`src/p4_lite_pkg.sv`:
```
`default_nettype none

package p4_lite_pkg;

    // ==============================
    // Datapath sizes
    // ==============================
    localparam int WORD_WID      = 32;
    localparam int NUM_PORTS     = 2;
    localparam int PORT_WID      = 1;
    localparam int CNT_WID       = 16;

    // Buffer geometry
    localparam int BUF_DEPTH     = 32;
    localparam int BUF_PTR_WID   = 5;
    localparam int BUF_CNT_WID   = 6;
    localparam int MAX_PKT_WORDS = 8;

    // Route table
    localparam int ROUTE_ENTRIES = 16;
    localparam int ROUTE_IDX_WID = 4;

    // Header kind bit values
    localparam logic KIND_IPV4   = 1'b0;
    localparam logic KIND_TUNNEL = 1'b1;

    // ==============================
    // Header word, two views
    // ==============================
    typedef union packed {
        struct packed {
            logic        kind;
            logic [6:0]  proto;
            logic [7:0]  ttl;
            logic [15:0] dst_addr;
        } ipv4;
        struct packed {
            logic        kind;
            logic [6:0]  flags;
            logic [7:0]  tunnel_id;
            logic [14:0] reserved;
            logic        inner_port;
        } tunnel;
    } hdr_word_u;

    // ==============================
    // User metadata word
    // ==============================
    // [31] ingress port, [30] kind, [29:26] route index,
    // [25:22] length in words, [21:0] sequence number
    localparam int META_WID      = 32;
    localparam int META_PORT_BIT = 31;
    localparam int META_KIND_BIT = 30;
    localparam int META_RIDX_LSB = 26;
    localparam int META_LEN_LSB  = 22;
    localparam int META_LEN_WID  = 4;
    localparam int META_SEQ_WID  = 22;

    // Buffer entry is {sop, eop, metadata, word}
    localparam int ENTRY_WID     = WORD_WID + 2 + META_WID;
    localparam int ENT_SOP_BIT   = 65;
    localparam int ENT_EOP_BIT   = 64;
    localparam int ENT_META_LSB  = 32;
    localparam int ENT_WORD_LSB  = 0;

endpackage

`default_nettype wire

```
`src/ingress_parser.sv`:
```
`default_nettype none

module ingress_parser (
    input  logic                                                        axil_if,
    input  logic                                                        rst_n,
    input  logic [p4_lite_pkg::NUM_PORTS-1:0]                           in_valid,
    input  logic [p4_lite_pkg::NUM_PORTS-1:0]                           in_sop,
    input  logic [p4_lite_pkg::NUM_PORTS-1:0]                           in_eop,
    input  logic [p4_lite_pkg::NUM_PORTS-1:0][p4_lite_pkg::WORD_WID-1:0] in_data,
    input  logic [p4_lite_pkg::BUF_CNT_WID-1:0]                         free_count,
    output logic                                                        wr_en,
    output logic [p4_lite_pkg::ENTRY_WID-1:0]                           wr_entry,
    output logic [p4_lite_pkg::CNT_WID-1:0]                             drop_count
);
    import p4_lite_pkg::*;

    // Packet lock state
    logic                     locked;
    logic [PORT_WID-1:0]      lock_port;
    logic                     dropping;
    logic [META_SEQ_WID-1:0]  seq_cnt;
    logic [META_LEN_WID-1:0]  pkt_len;
    logic [META_WID-1:0]      pkt_meta;

    // Selected word this cycle
    logic                     sel_valid;
    logic [PORT_WID-1:0]      sel_port;
    logic                     sel_sop;
    logic                     sel_eop;
    logic [WORD_WID-1:0]      sel_data;
    hdr_word_u                hdr;
    logic [ROUTE_IDX_WID-1:0] route_idx;
    logic                     admit;
    logic                     lost_sop;
    logic [META_WID-1:0]      entry_meta;

    // ==============================
    // Port arbitration
    // ==============================
    // Locked port wins; otherwise lowest port with a sop
    always_comb begin
        sel_valid = 1'b0;
        sel_port  = '0;
        if (locked) begin
            sel_port  = lock_port;
            sel_valid = in_valid[lock_port];
        end else begin
            for (int p = NUM_PORTS - 1; p >= 0; p--) begin
                if (in_valid[p] && in_sop[p]) begin
                    sel_valid = 1'b1;
                    sel_port  = PORT_WID'(p);
                end
            end
        end
    end

    // A sop seen on any port that did not win starts a lost packet
    always_comb begin
        lost_sop = 1'b0;
        for (int p = 0; p < NUM_PORTS; p++) begin
            if (in_valid[p] && in_sop[p] && !(sel_valid && sel_port == PORT_WID'(p))) begin
                lost_sop = 1'b1;
            end
        end
    end

    assign sel_sop  = in_sop[sel_port];
    assign sel_eop  = in_eop[sel_port];
    assign sel_data = in_data[sel_port];

    // ==============================
    // Header decode and metadata
    // ==============================
    assign hdr       = sel_data;
    assign route_idx = (hdr.ipv4.kind == KIND_IPV4) ? hdr.ipv4.dst_addr[ROUTE_IDX_WID-1:0]
                                                    : hdr.tunnel.tunnel_id[ROUTE_IDX_WID-1:0];

    // One write may still be in flight and is not yet in free_count
    assign admit = free_count >= (BUF_CNT_WID'(MAX_PKT_WORDS) + BUF_CNT_WID'(wr_en));

    // Length is 0 in the sop entry; later entries carry the running word number
    always_comb begin
        if (sel_sop) begin
            entry_meta = {sel_port, hdr.ipv4.kind, route_idx, META_LEN_WID'(0), seq_cnt};
        end else begin
            entry_meta = pkt_meta;
            entry_meta[META_LEN_LSB +: META_LEN_WID] = pkt_len + 1'b1;
        end
    end

    always_ff @(posedge axil_if) begin
        if (!rst_n) begin
            locked     <= 1'b0;
            lock_port  <= '0;
            dropping   <= 1'b0;
            seq_cnt    <= '0;
            pkt_len    <= '0;
            wr_en      <= 1'b0;
            drop_count <= '0;
        end else begin
            wr_en <= 1'b0;
            if (sel_valid) begin
                if (sel_sop) begin
                    lock_port <= sel_port;
                    locked    <= !sel_eop;
                    dropping  <= !admit;
                    pkt_len   <= META_LEN_WID'(1);
                    if (admit) begin
                        wr_en   <= 1'b1;
                        seq_cnt <= seq_cnt + 1'b1;
                    end
                end else begin
                    pkt_len <= pkt_len + 1'b1;
                    wr_en   <= !dropping;
                    if (sel_eop) begin
                        locked <= 1'b0;
                    end
                end
            end
            drop_count <= drop_count + CNT_WID'(sel_valid && sel_sop && !admit)
                                     + CNT_WID'(lost_sop);
        end
    end

    // Entry payload
    always_ff @(posedge axil_if) begin
        wr_entry <= {sel_sop, sel_eop, entry_meta, sel_data};
        if (sel_valid && sel_sop) begin
            pkt_meta <= entry_meta;
        end
    end

endmodule

`default_nettype wire

```
`src/pkt_buffer.sv`:
```
`default_nettype none

module pkt_buffer (
    input  logic                                axil_if,
    input  logic                                rst_n,
    input  logic                                wr_en,
    input  logic [p4_lite_pkg::ENTRY_WID-1:0]   wr_entry,
    input  logic                                rd_en,
    output logic [p4_lite_pkg::ENTRY_WID-1:0]   rd_entry,
    output logic                                empty,
    output logic [p4_lite_pkg::BUF_CNT_WID-1:0] free_count
);
    import p4_lite_pkg::*;

    logic [ENTRY_WID-1:0]   mem [BUF_DEPTH];
    logic [BUF_PTR_WID-1:0] wr_ptr;
    logic [BUF_PTR_WID-1:0] rd_ptr;
    logic [BUF_CNT_WID-1:0] count;
    logic                   full;
    logic                   do_wr;
    logic                   do_rd;

    assign full       = (count == BUF_CNT_WID'(BUF_DEPTH));
    assign empty      = (count == '0);
    assign free_count = BUF_CNT_WID'(BUF_DEPTH) - count;

    // Writes to a full buffer are lost
    assign do_wr = wr_en && !full;
    assign do_rd = rd_en && !empty;

    // ==============================
    // Pointers and occupancy
    // ==============================
    // Depth is a power of two, pointers wrap on their own
    always_ff @(posedge axil_if) begin
        if (!rst_n) begin
            wr_ptr <= '0;
            rd_ptr <= '0;
            count  <= '0;
        end else begin
            if (do_wr) begin
                wr_ptr <= wr_ptr + 1'b1;
            end
            if (do_rd) begin
                rd_ptr <= rd_ptr + 1'b1;
            end
            case ({do_wr, do_rd})
                2'b10:   count <= count + 1'b1;
                2'b01:   count <= count - 1'b1;
                default: count <= count;
            endcase
        end
    end

    // ==============================
    // Storage and read port
    // ==============================
    always_ff @(posedge axil_if) begin
        if (do_wr) begin
            mem[wr_ptr] <= wr_entry;
        end
        // Entry shows up the cycle after rd_en
        if (do_rd) begin
            rd_entry <= mem[rd_ptr];
        end
    end

endmodule

`default_nettype wire

```
`src/route_table.sv`:
```
`default_nettype none

module route_table (
    input  logic                                  axil_if,
    input  logic                                  rst_n,
    input  logic                                  cfg_wr,
    input  logic [p4_lite_pkg::ROUTE_IDX_WID-1:0] cfg_addr,
    input  logic [2:0]                            cfg_data,
    input  logic [p4_lite_pkg::ROUTE_IDX_WID-1:0] lookup_idx,
    output logic [2:0]                            lookup_entry
);
    import p4_lite_pkg::*;

    // Entry bit 0 egress port, bit 1 drop, bit 2 keep TTL
    logic [2:0] table_q [ROUTE_ENTRIES];

    // ==============================
    // Management writes
    // ==============================
    // All zero after reset: port 0, forward, decrement TTL
    always_ff @(posedge axil_if) begin
        if (!rst_n) begin
            for (int i = 0; i < ROUTE_ENTRIES; i++) begin
                table_q[i] <= '0;
            end
        end else if (cfg_wr) begin
            table_q[cfg_addr] <= cfg_data;
        end
    end

    // Lookup is combinational so egress decides in the sop cycle
    assign lookup_entry = table_q[lookup_idx];

endmodule

`default_nettype wire

```
`src/egress_action.sv`:
```
`default_nettype none

module egress_action (
    input  logic                                  axil_if,
    input  logic                                  rst_n,
    input  logic [p4_lite_pkg::ENTRY_WID-1:0]     rd_entry,
    input  logic                                  empty,
    output logic                                  rd_en,
    output logic [p4_lite_pkg::ROUTE_IDX_WID-1:0] lookup_idx,
    input  logic [2:0]                            lookup_entry,
    output logic                                  out_valid,
    output logic [p4_lite_pkg::PORT_WID-1:0]      out_port,
    output logic                                  out_sop,
    output logic                                  out_eop,
    output logic [p4_lite_pkg::WORD_WID-1:0]      out_data,
    output logic [p4_lite_pkg::CNT_WID-1:0]       route_drop_count
);
    import p4_lite_pkg::*;

    // Route entry bits
    localparam int RT_PORT_BIT  = 0;
    localparam int RT_DROP_BIT  = 1;
    localparam int RT_NODEC_BIT = 2;

    // Popped entry fields
    logic                rd_valid;
    logic                ent_sop;
    logic                ent_eop;
    logic [META_WID-1:0] ent_meta;
    logic [WORD_WID-1:0] ent_word;
    logic                sop_in;
    logic                data_in;

    // Header rewrite
    hdr_word_u           hdr_in;
    hdr_word_u           hdr_new;
    logic                ttl_zero;
    logic                drop_now;

    // Per-packet state
    logic                pkt_drop;
    logic [PORT_WID-1:0] pkt_port;
    logic                hdr_pend;
    logic                hdr_eop;
    logic [WORD_WID-1:0] hdr_hold;

    assign ent_sop  = rd_entry[ENT_SOP_BIT];
    assign ent_eop  = rd_entry[ENT_EOP_BIT];
    assign ent_meta = rd_entry[ENT_META_LSB +: META_WID];
    assign ent_word = rd_entry[ENT_WORD_LSB +: WORD_WID];

    assign sop_in  = rd_valid && ent_sop;
    assign data_in = rd_valid && !ent_sop && !pkt_drop;

    // ==============================
    // Buffer drain
    // ==============================
    // No pop while a sop entry is here; that slot carries the header out
    assign rd_en      = !empty && !sop_in;
    assign lookup_idx = ent_meta[META_RIDX_LSB +: ROUTE_IDX_WID];

    // ==============================
    // Route decision and TTL
    // ==============================
    always_comb begin
        hdr_in   = ent_word;
        hdr_new  = hdr_in;
        ttl_zero = (hdr_in.ipv4.kind == KIND_IPV4) && (hdr_in.ipv4.ttl == '0);
        if (hdr_in.ipv4.kind == KIND_IPV4 && !lookup_entry[RT_NODEC_BIT] && !ttl_zero) begin
            hdr_new.ipv4.ttl = hdr_in.ipv4.ttl - 8'd1;
        end
        // Expired ipv4 packets go the same way as table drops
        drop_now = lookup_entry[RT_DROP_BIT] || ttl_zero;
    end

    always_ff @(posedge axil_if) begin
        if (!rst_n) begin
            rd_valid         <= 1'b0;
            pkt_drop         <= 1'b0;
            pkt_port         <= '0;
            hdr_pend         <= 1'b0;
            hdr_eop          <= 1'b0;
            out_valid        <= 1'b0;
            out_port         <= '0;
            out_sop          <= 1'b0;
            out_eop          <= 1'b0;
            route_drop_count <= '0;
        end else begin
            rd_valid  <= rd_en;
            hdr_pend  <= 1'b0;
            out_valid <= 1'b0;
            out_sop   <= 1'b0;
            out_eop   <= 1'b0;
            if (sop_in) begin
                // Port decision held until eop
                pkt_drop <= drop_now;
                pkt_port <= lookup_entry[RT_PORT_BIT];
                if (drop_now) begin
                    route_drop_count <= route_drop_count + 1'b1;
                end else begin
                    out_valid <= 1'b1;
                    out_sop   <= 1'b1;
                    out_port  <= lookup_entry[RT_PORT_BIT];
                    hdr_pend  <= 1'b1;
                    hdr_eop   <= ent_eop;
                end
            end else if (hdr_pend) begin
                out_valid <= 1'b1;
                out_eop   <= hdr_eop;
                out_port  <= pkt_port;
            end else if (data_in) begin
                out_valid <= 1'b1;
                out_eop   <= ent_eop;
                out_port  <= pkt_port;
            end
        end
    end

    // Output word: metadata, then held header, then payload
    always_ff @(posedge axil_if) begin
        if (sop_in) begin
            out_data <= ent_meta;
            hdr_hold <= hdr_new;
        end else if (hdr_pend) begin
            out_data <= hdr_hold;
        end else if (data_in) begin
            out_data <= ent_word;
        end
    end

endmodule

`default_nettype wire

```
`src/p4_lite_top.sv`:
```
`default_nettype none

module p4_lite_top (
    input  logic                                                        axil_if,
    input  logic                                                        rst_n,
    input  logic [p4_lite_pkg::NUM_PORTS-1:0]                           in_valid,
    input  logic [p4_lite_pkg::NUM_PORTS-1:0]                           in_sop,
    input  logic [p4_lite_pkg::NUM_PORTS-1:0]                           in_eop,
    input  logic [p4_lite_pkg::NUM_PORTS-1:0][p4_lite_pkg::WORD_WID-1:0] in_data,
    input  logic                                                        cfg_wr,
    input  logic [p4_lite_pkg::ROUTE_IDX_WID-1:0]                       cfg_addr,
    input  logic [2:0]                                                  cfg_data,
    output logic                                                        out_valid,
    output logic [p4_lite_pkg::PORT_WID-1:0]                            out_port,
    output logic                                                        out_sop,
    output logic                                                        out_eop,
    output logic [p4_lite_pkg::WORD_WID-1:0]                            out_data,
    output logic [p4_lite_pkg::CNT_WID-1:0]                             drop_count,
    output logic [p4_lite_pkg::CNT_WID-1:0]                             route_drop_count
);
    import p4_lite_pkg::*;

    // Parser to buffer
    logic                     wr_en;
    logic [ENTRY_WID-1:0]     wr_entry;
    logic [BUF_CNT_WID-1:0]   free_count;

    // Buffer to egress
    logic                     rd_en;
    logic [ENTRY_WID-1:0]     rd_entry;
    logic                     empty;

    // Egress to route table
    logic [ROUTE_IDX_WID-1:0] lookup_idx;
    logic [2:0]               lookup_entry;

    ingress_parser u_ingress_parser (
        .axil_if    (axil_if),
        .rst_n      (rst_n),
        .in_valid   (in_valid),
        .in_sop     (in_sop),
        .in_eop     (in_eop),
        .in_data    (in_data),
        .free_count (free_count),
        .wr_en      (wr_en),
        .wr_entry   (wr_entry),
        .drop_count (drop_count)
    );

    pkt_buffer u_pkt_buffer (
        .axil_if    (axil_if),
        .rst_n      (rst_n),
        .wr_en      (wr_en),
        .wr_entry   (wr_entry),
        .rd_en      (rd_en),
        .rd_entry   (rd_entry),
        .empty      (empty),
        .free_count (free_count)
    );

    route_table u_route_table (
        .axil_if      (axil_if),
        .rst_n        (rst_n),
        .cfg_wr       (cfg_wr),
        .cfg_addr     (cfg_addr),
        .cfg_data     (cfg_data),
        .lookup_idx   (lookup_idx),
        .lookup_entry (lookup_entry)
    );

    egress_action u_egress_action (
        .axil_if          (axil_if),
        .rst_n            (rst_n),
        .rd_entry         (rd_entry),
        .empty            (empty),
        .rd_en            (rd_en),
        .lookup_idx       (lookup_idx),
        .lookup_entry     (lookup_entry),
        .out_valid        (out_valid),
        .out_port         (out_port),
        .out_sop          (out_sop),
        .out_eop          (out_eop),
        .out_data         (out_data),
        .route_drop_count (route_drop_count)
    );

endmodule

`default_nettype wire

```
`config.mk`:
```
export PLATFORM = sky130hd
export DESIGN_NAME = p4_lite_top
export DESIGN_NICKNAME = d
export VERILOG_FILES = /design/src/p4_lite_pkg.sv /design/src/ingress_parser.sv /design/src/pkt_buffer.sv /design/src/route_table.sv /design/src/egress_action.sv /design/src/p4_lite_top.sv
export SDC_FILE = /design/constraint.sdc
export NUM_CORES = 2
export LEC_CHECK = 0
export ABC_AREA = 0
export BUFFER_PORTS_ARGS = -buffer_cell sky130_fd_sc_hd__buf_2
export CORE_MARGIN = 4
export CORE_UTILIZATION = 40
export CTS_CLUSTER_SIZE = 24
export DETAILED_ROUTE_END_ITERATION = 10
export PLACE_DENSITY_LB_ADDON = 0.25
export SYNTH_ARGS = -nofsm -noshare
export SYNTH_HDL_FRONTEND = slang
export SYNTH_HIERARCHICAL = 1
export SYNTH_SLANG_ARGS = --single-unit
```
`constraint.sdc`:
```
create_clock -name axil_if -period 15.1 [get_ports axil_if]
set_input_delay 3.02 -clock axil_if [delete_from_list [all_inputs] [get_ports axil_if]]
set_output_delay 3.02 -clock axil_if [all_outputs]
set_load 0.1 [all_outputs]
```
==> out/results.txt <==
Die ar. -> 245000 um2
Req. time, crit path -> 15.88 ns
Antenna violations before repair -> 4
Routed wire per std cell -> 30.3 um
Synth unique cells -> 81
P_int -> 12.0 mW
DR WL met2 -> 125000 um
Layout area overhead -> 13.5%
RR Startpoint -> u_pkt_buffer/count[0]
Finished Cell Area -> 108000 um2
Syn_area_per_cell -> 19.6 um2
First-pass GRT wire length -> 363000 um
I/O pins -> 148
Reg power frac -> 51.4%
Cts hold-fix bufs -> 0
Initial DRT Pass Iterations -> 6
RSZ-0062 raised after global routing -> no
Final HPWL DP -> 135000 um
Worst-path clk slew -> 0.06 ns
Clock Sinks -> 2470
Final Slew Violations -> 0
Dpl cell area -> 99500 um2
Number of setup violations in the final report -> 0
CTS Buffer Depth -> 4
Post-synth EDFFs -> 2318
Dpl ws -> 8.97 ns
R2R depth -> 13
Vias in the first global route -> 48900
Sequential-to-total area share from yosys stat -> 76.5%
Ys async rst share -> 0%
Worst flop-to-flop path endpoint -> u_pkt_buffer/count[5]
Routability congestion estimate from global placement -> 0.752
Worst slew pin tran -> 1.36 ns
CP startpoint -> in_sop[1]
Mapped Area -> 94900 um2
Min-Delay Path Class -> flop to flop
Relative slew slack -> 9.47%
Routed Antenna Nets -> 0
Die height -> 495 um
Final WS setup -> 9.90 ns
Period utilization -> 34.4%
Most common cell after layout, fill and taps aside -> edfxtp_1
Post-CTS Setup Inserts -> 0
Final wirelength -> 256000 um
Final hold violations -> 0
Maximum VDD drop -> 0.113 mV
Ys flop type -> edfxtp_1
Core Area -> 236000 um2
Drt via density -> 5.77
Worst reg2reg setup slack -> 10.19 ns
Startpoint types -> input port
Crit. End Element -> flop
Max_cap viols -> 0
Mapped Cells -> 4839
PortBufs -> 147
Post_cts resized -> 0
Combinational Power Share -> 9.0%
GRT overflow -> 0
Met3 wire len -> 16300 um
Num CTS Buffers -> 277
# DRC -> 0
Fin crit period -> 5.20 ns
Pwr per Cell Area -> 147 nW/um2
Psw -> 3.82 mW
M1 WL -> 107000 um
CTS root buf -> clkbuf_16
Die Span X -> 495 um
Synthesized flop and latch total -> 2470
CP Max Fanout -> 35
Setup TNS -> 0 ns
FMAX -> 0.192 GHz
DR vias -> 48800
Starting density of the core -> 40.3%
Sw frac -> 24.2%
CTS H-tree lvls -> 5
Std-Cell Rows -> 178
Clk Latency, worst-skew pair -> 0.92 ns
First DRT Iteration DRCs -> 5368
Outcome -> finished clean
WS Path Type -> input port to flop
Clock skew -> 0.0615 ns
Commonest non-fill, non-tap cells in the layout -> edfxtp_1, mux2i_1, mux4_2, clkbuf_16, a22oi_1
Clock network fraction of design power -> 39.6%
GR Util All Layers -> 20.6%
CP endpoint -> u_ingress_parser/drop_count[15]
Largest net degree at the start of global routing -> 117
Critical Path AT -> 5.98 ns
Leakage power -> 33.0 nW
Synth warn -> 6
Layout cells sized above 1 -> 20.5%
Syn_nets -> 4938
CTS tree -> built
Fin nets -> 5218
Top routing layer used -> met4
-- cells in the mapped netlist (8+ instances only) --
| cell | count | area [um2] |
|---|---|---|
| nand2_1 | 152 | 571 |
| clkbuf_1 | 94 | 353 |
| a22o_1 | 28 | 245 |
| a21o_1 | 17 | 128 |
| ha_1 | 17 | 213 |
| or4_1 | 18 | 135 |
| mux2_2 | 54 | 608 |
| nand2b_1 | 24 | 150 |
| o211ai_1 | 24 | 180 |
| nand4_1 | 20 | 125 |
| xnor2_1 | 11 | 96.3 |
| nor2_1 | 125 | 469 |
| mux4_2 | 337 | 7590 |
| o22ai_1 | 58 | 363 |
| nor3_1 | 36 | 180 |
| buf_2 | 96 | 480 |
| a211oi_1 | 74 | 556 |
| o22a_1 | 22 | 193 |
| xor2_1 | 20 | 175 |
| nor4_1 | 8 | 50.1 |
| mux2i_1 | 458 | 4580 |
| a21oi_1 | 65 | 325 |
| buf_4 | 49 | 368 |
| dfxtp_1 | 152 | 3040 |
| o31ai_1 | 17 | 128 |
| o221ai_1 | 28 | 245 |
| a31oi_1 | 15 | 93.8 |
| and2_1 | 58 | 363 |
| inv_1 | 23 | 86.3 |
| a22oi_1 | 156 | 1170 |
| and4_1 | 10 | 87.6 |
| buf_6 | 20 | 225 |
| nand3_1 | 60 | 300 |
| or3_1 | 10 | 62.6 |
| edfxtp_1 | 2318 | 69600 |
| mux4_1 | 8 | 210 |
| buf_1 | 10 | 37.5 |
| o21ai_0 | 58 | 290 |
-- flip-flops by register name, summed over array words and instances (netlist names), 22 cells and up --
| signal | count |
|---|---|
| u_egress_action/hdr_hold | 32 |
| u_egress_action/out_data | 32 |
| u_ingress_parser/pkt_meta | 28 |
| u_ingress_parser/seq_cnt | 22 |
| u_ingress_parser/wr_entry | 66 |
| u_pkt_buffer/mem | 2112 |
| u_pkt_buffer/rd_entry | 66 |
| u_route_table/table_q | 48 |
-- stage by stage --
stage / power, mW / hold WS, ns / utilization, % / instances
final: 15.8 / 0.443 / 45.7 / 8460
after global routing: 16.4 / 0.467 / 45.7 / 8460
after CTS: 16.0 / 0.443 / 45.7 / 8459
after detailed placement: 9.71 / 0.436 / 42.2 / 7990
after global placement: 9.68 / 0.429 / 42.2 / 7990
after floorplan: 9.16 / 0.424 / - / 4839
-- power groups by stage --
stage               sequential (mW)  clock [mW]  combinational (mW)
floorplan                      8.32           0               0.842
global route                   8.15        6.68                1.51
finish                         8.13        6.26                1.42
detailed placement             8.27           0                1.44
CTS                            8.13        6.38                1.44
global placement               8.25           0                1.42
-- layout make-up --
type / count / area, um2
clock buffer: 356 / 7330
multi-input combinational: 2071 / 21000
antenna: 1 / 2.50
tap: 3150 / 3940
sequential: 2470 / 72700
fill: 20100 / 128000
inverter: 24 / 97.6
clock inverter: 113 / 943
timing repair buffer: 275 / 1780
-- layer usage --
| layer | vias to the layer above | GRT usage [%] |
|---|---|---|
| met5 | - | 0 |
| met4 | 0 | 6.62 |
| li1 | 20400 | - |
| met3 | 434 | 3.02 |
| met1 | 26100 | 28.4 |
| met2 | 1853 | 34.0 |
-- critical path, cell delays in order --
cell and delay (ns):
buf_2 0.16, and3_1 0.22, o31ai_4 0.08, buf_4 0.24
inv_2 0.66, nand2_2 0.12, fa_1 0.42, and4b_1 0.36
nand3_1 0.16, or3_1 0.37, a21oi_1 0.15
-- cells by family after synthesis --
group / after synthesis / synth area share [%]
AOI/OAI and AO/OA: 591 / 4.43
adders and majority gates: 19 / 0.266
muxes: 857 / 13.7
buffers and inverters: 298 / 1.70
and+or+nand+nor: 573 / 3.12
DFF: 2470 / 76.5
xor gates and xnor gates: 31 / 0.286
-- worst min path at each step --
stage | to | depth (start not counted) | startpoint | slack (ns)
after detailed placement | u_egress_action/hdr_hold[11] | 0 | u_pkt_buffer/rd_entry[11] | 0.44
final | u_egress_action/hdr_hold[4] | 0 | u_pkt_buffer/rd_entry[4] | 0.44
after CTS | u_egress_action/hdr_hold[4] | 0 | u_pkt_buffer/rd_entry[4] | 0.44
after global placement | u_egress_action/hdr_hold[24] | 0 | u_pkt_buffer/rd_entry[24] | 0.43
after floorplan | u_ingress_parser/wr_entry[32] | 2 | u_ingress_parser/pkt_meta[0] | 0.42
after global routing | u_egress_action/hdr_hold[11] | 0 | u_pkt_buffer/rd_entry[11] | 0.47
Note: power is estimated with default switching activity, not from simulation.
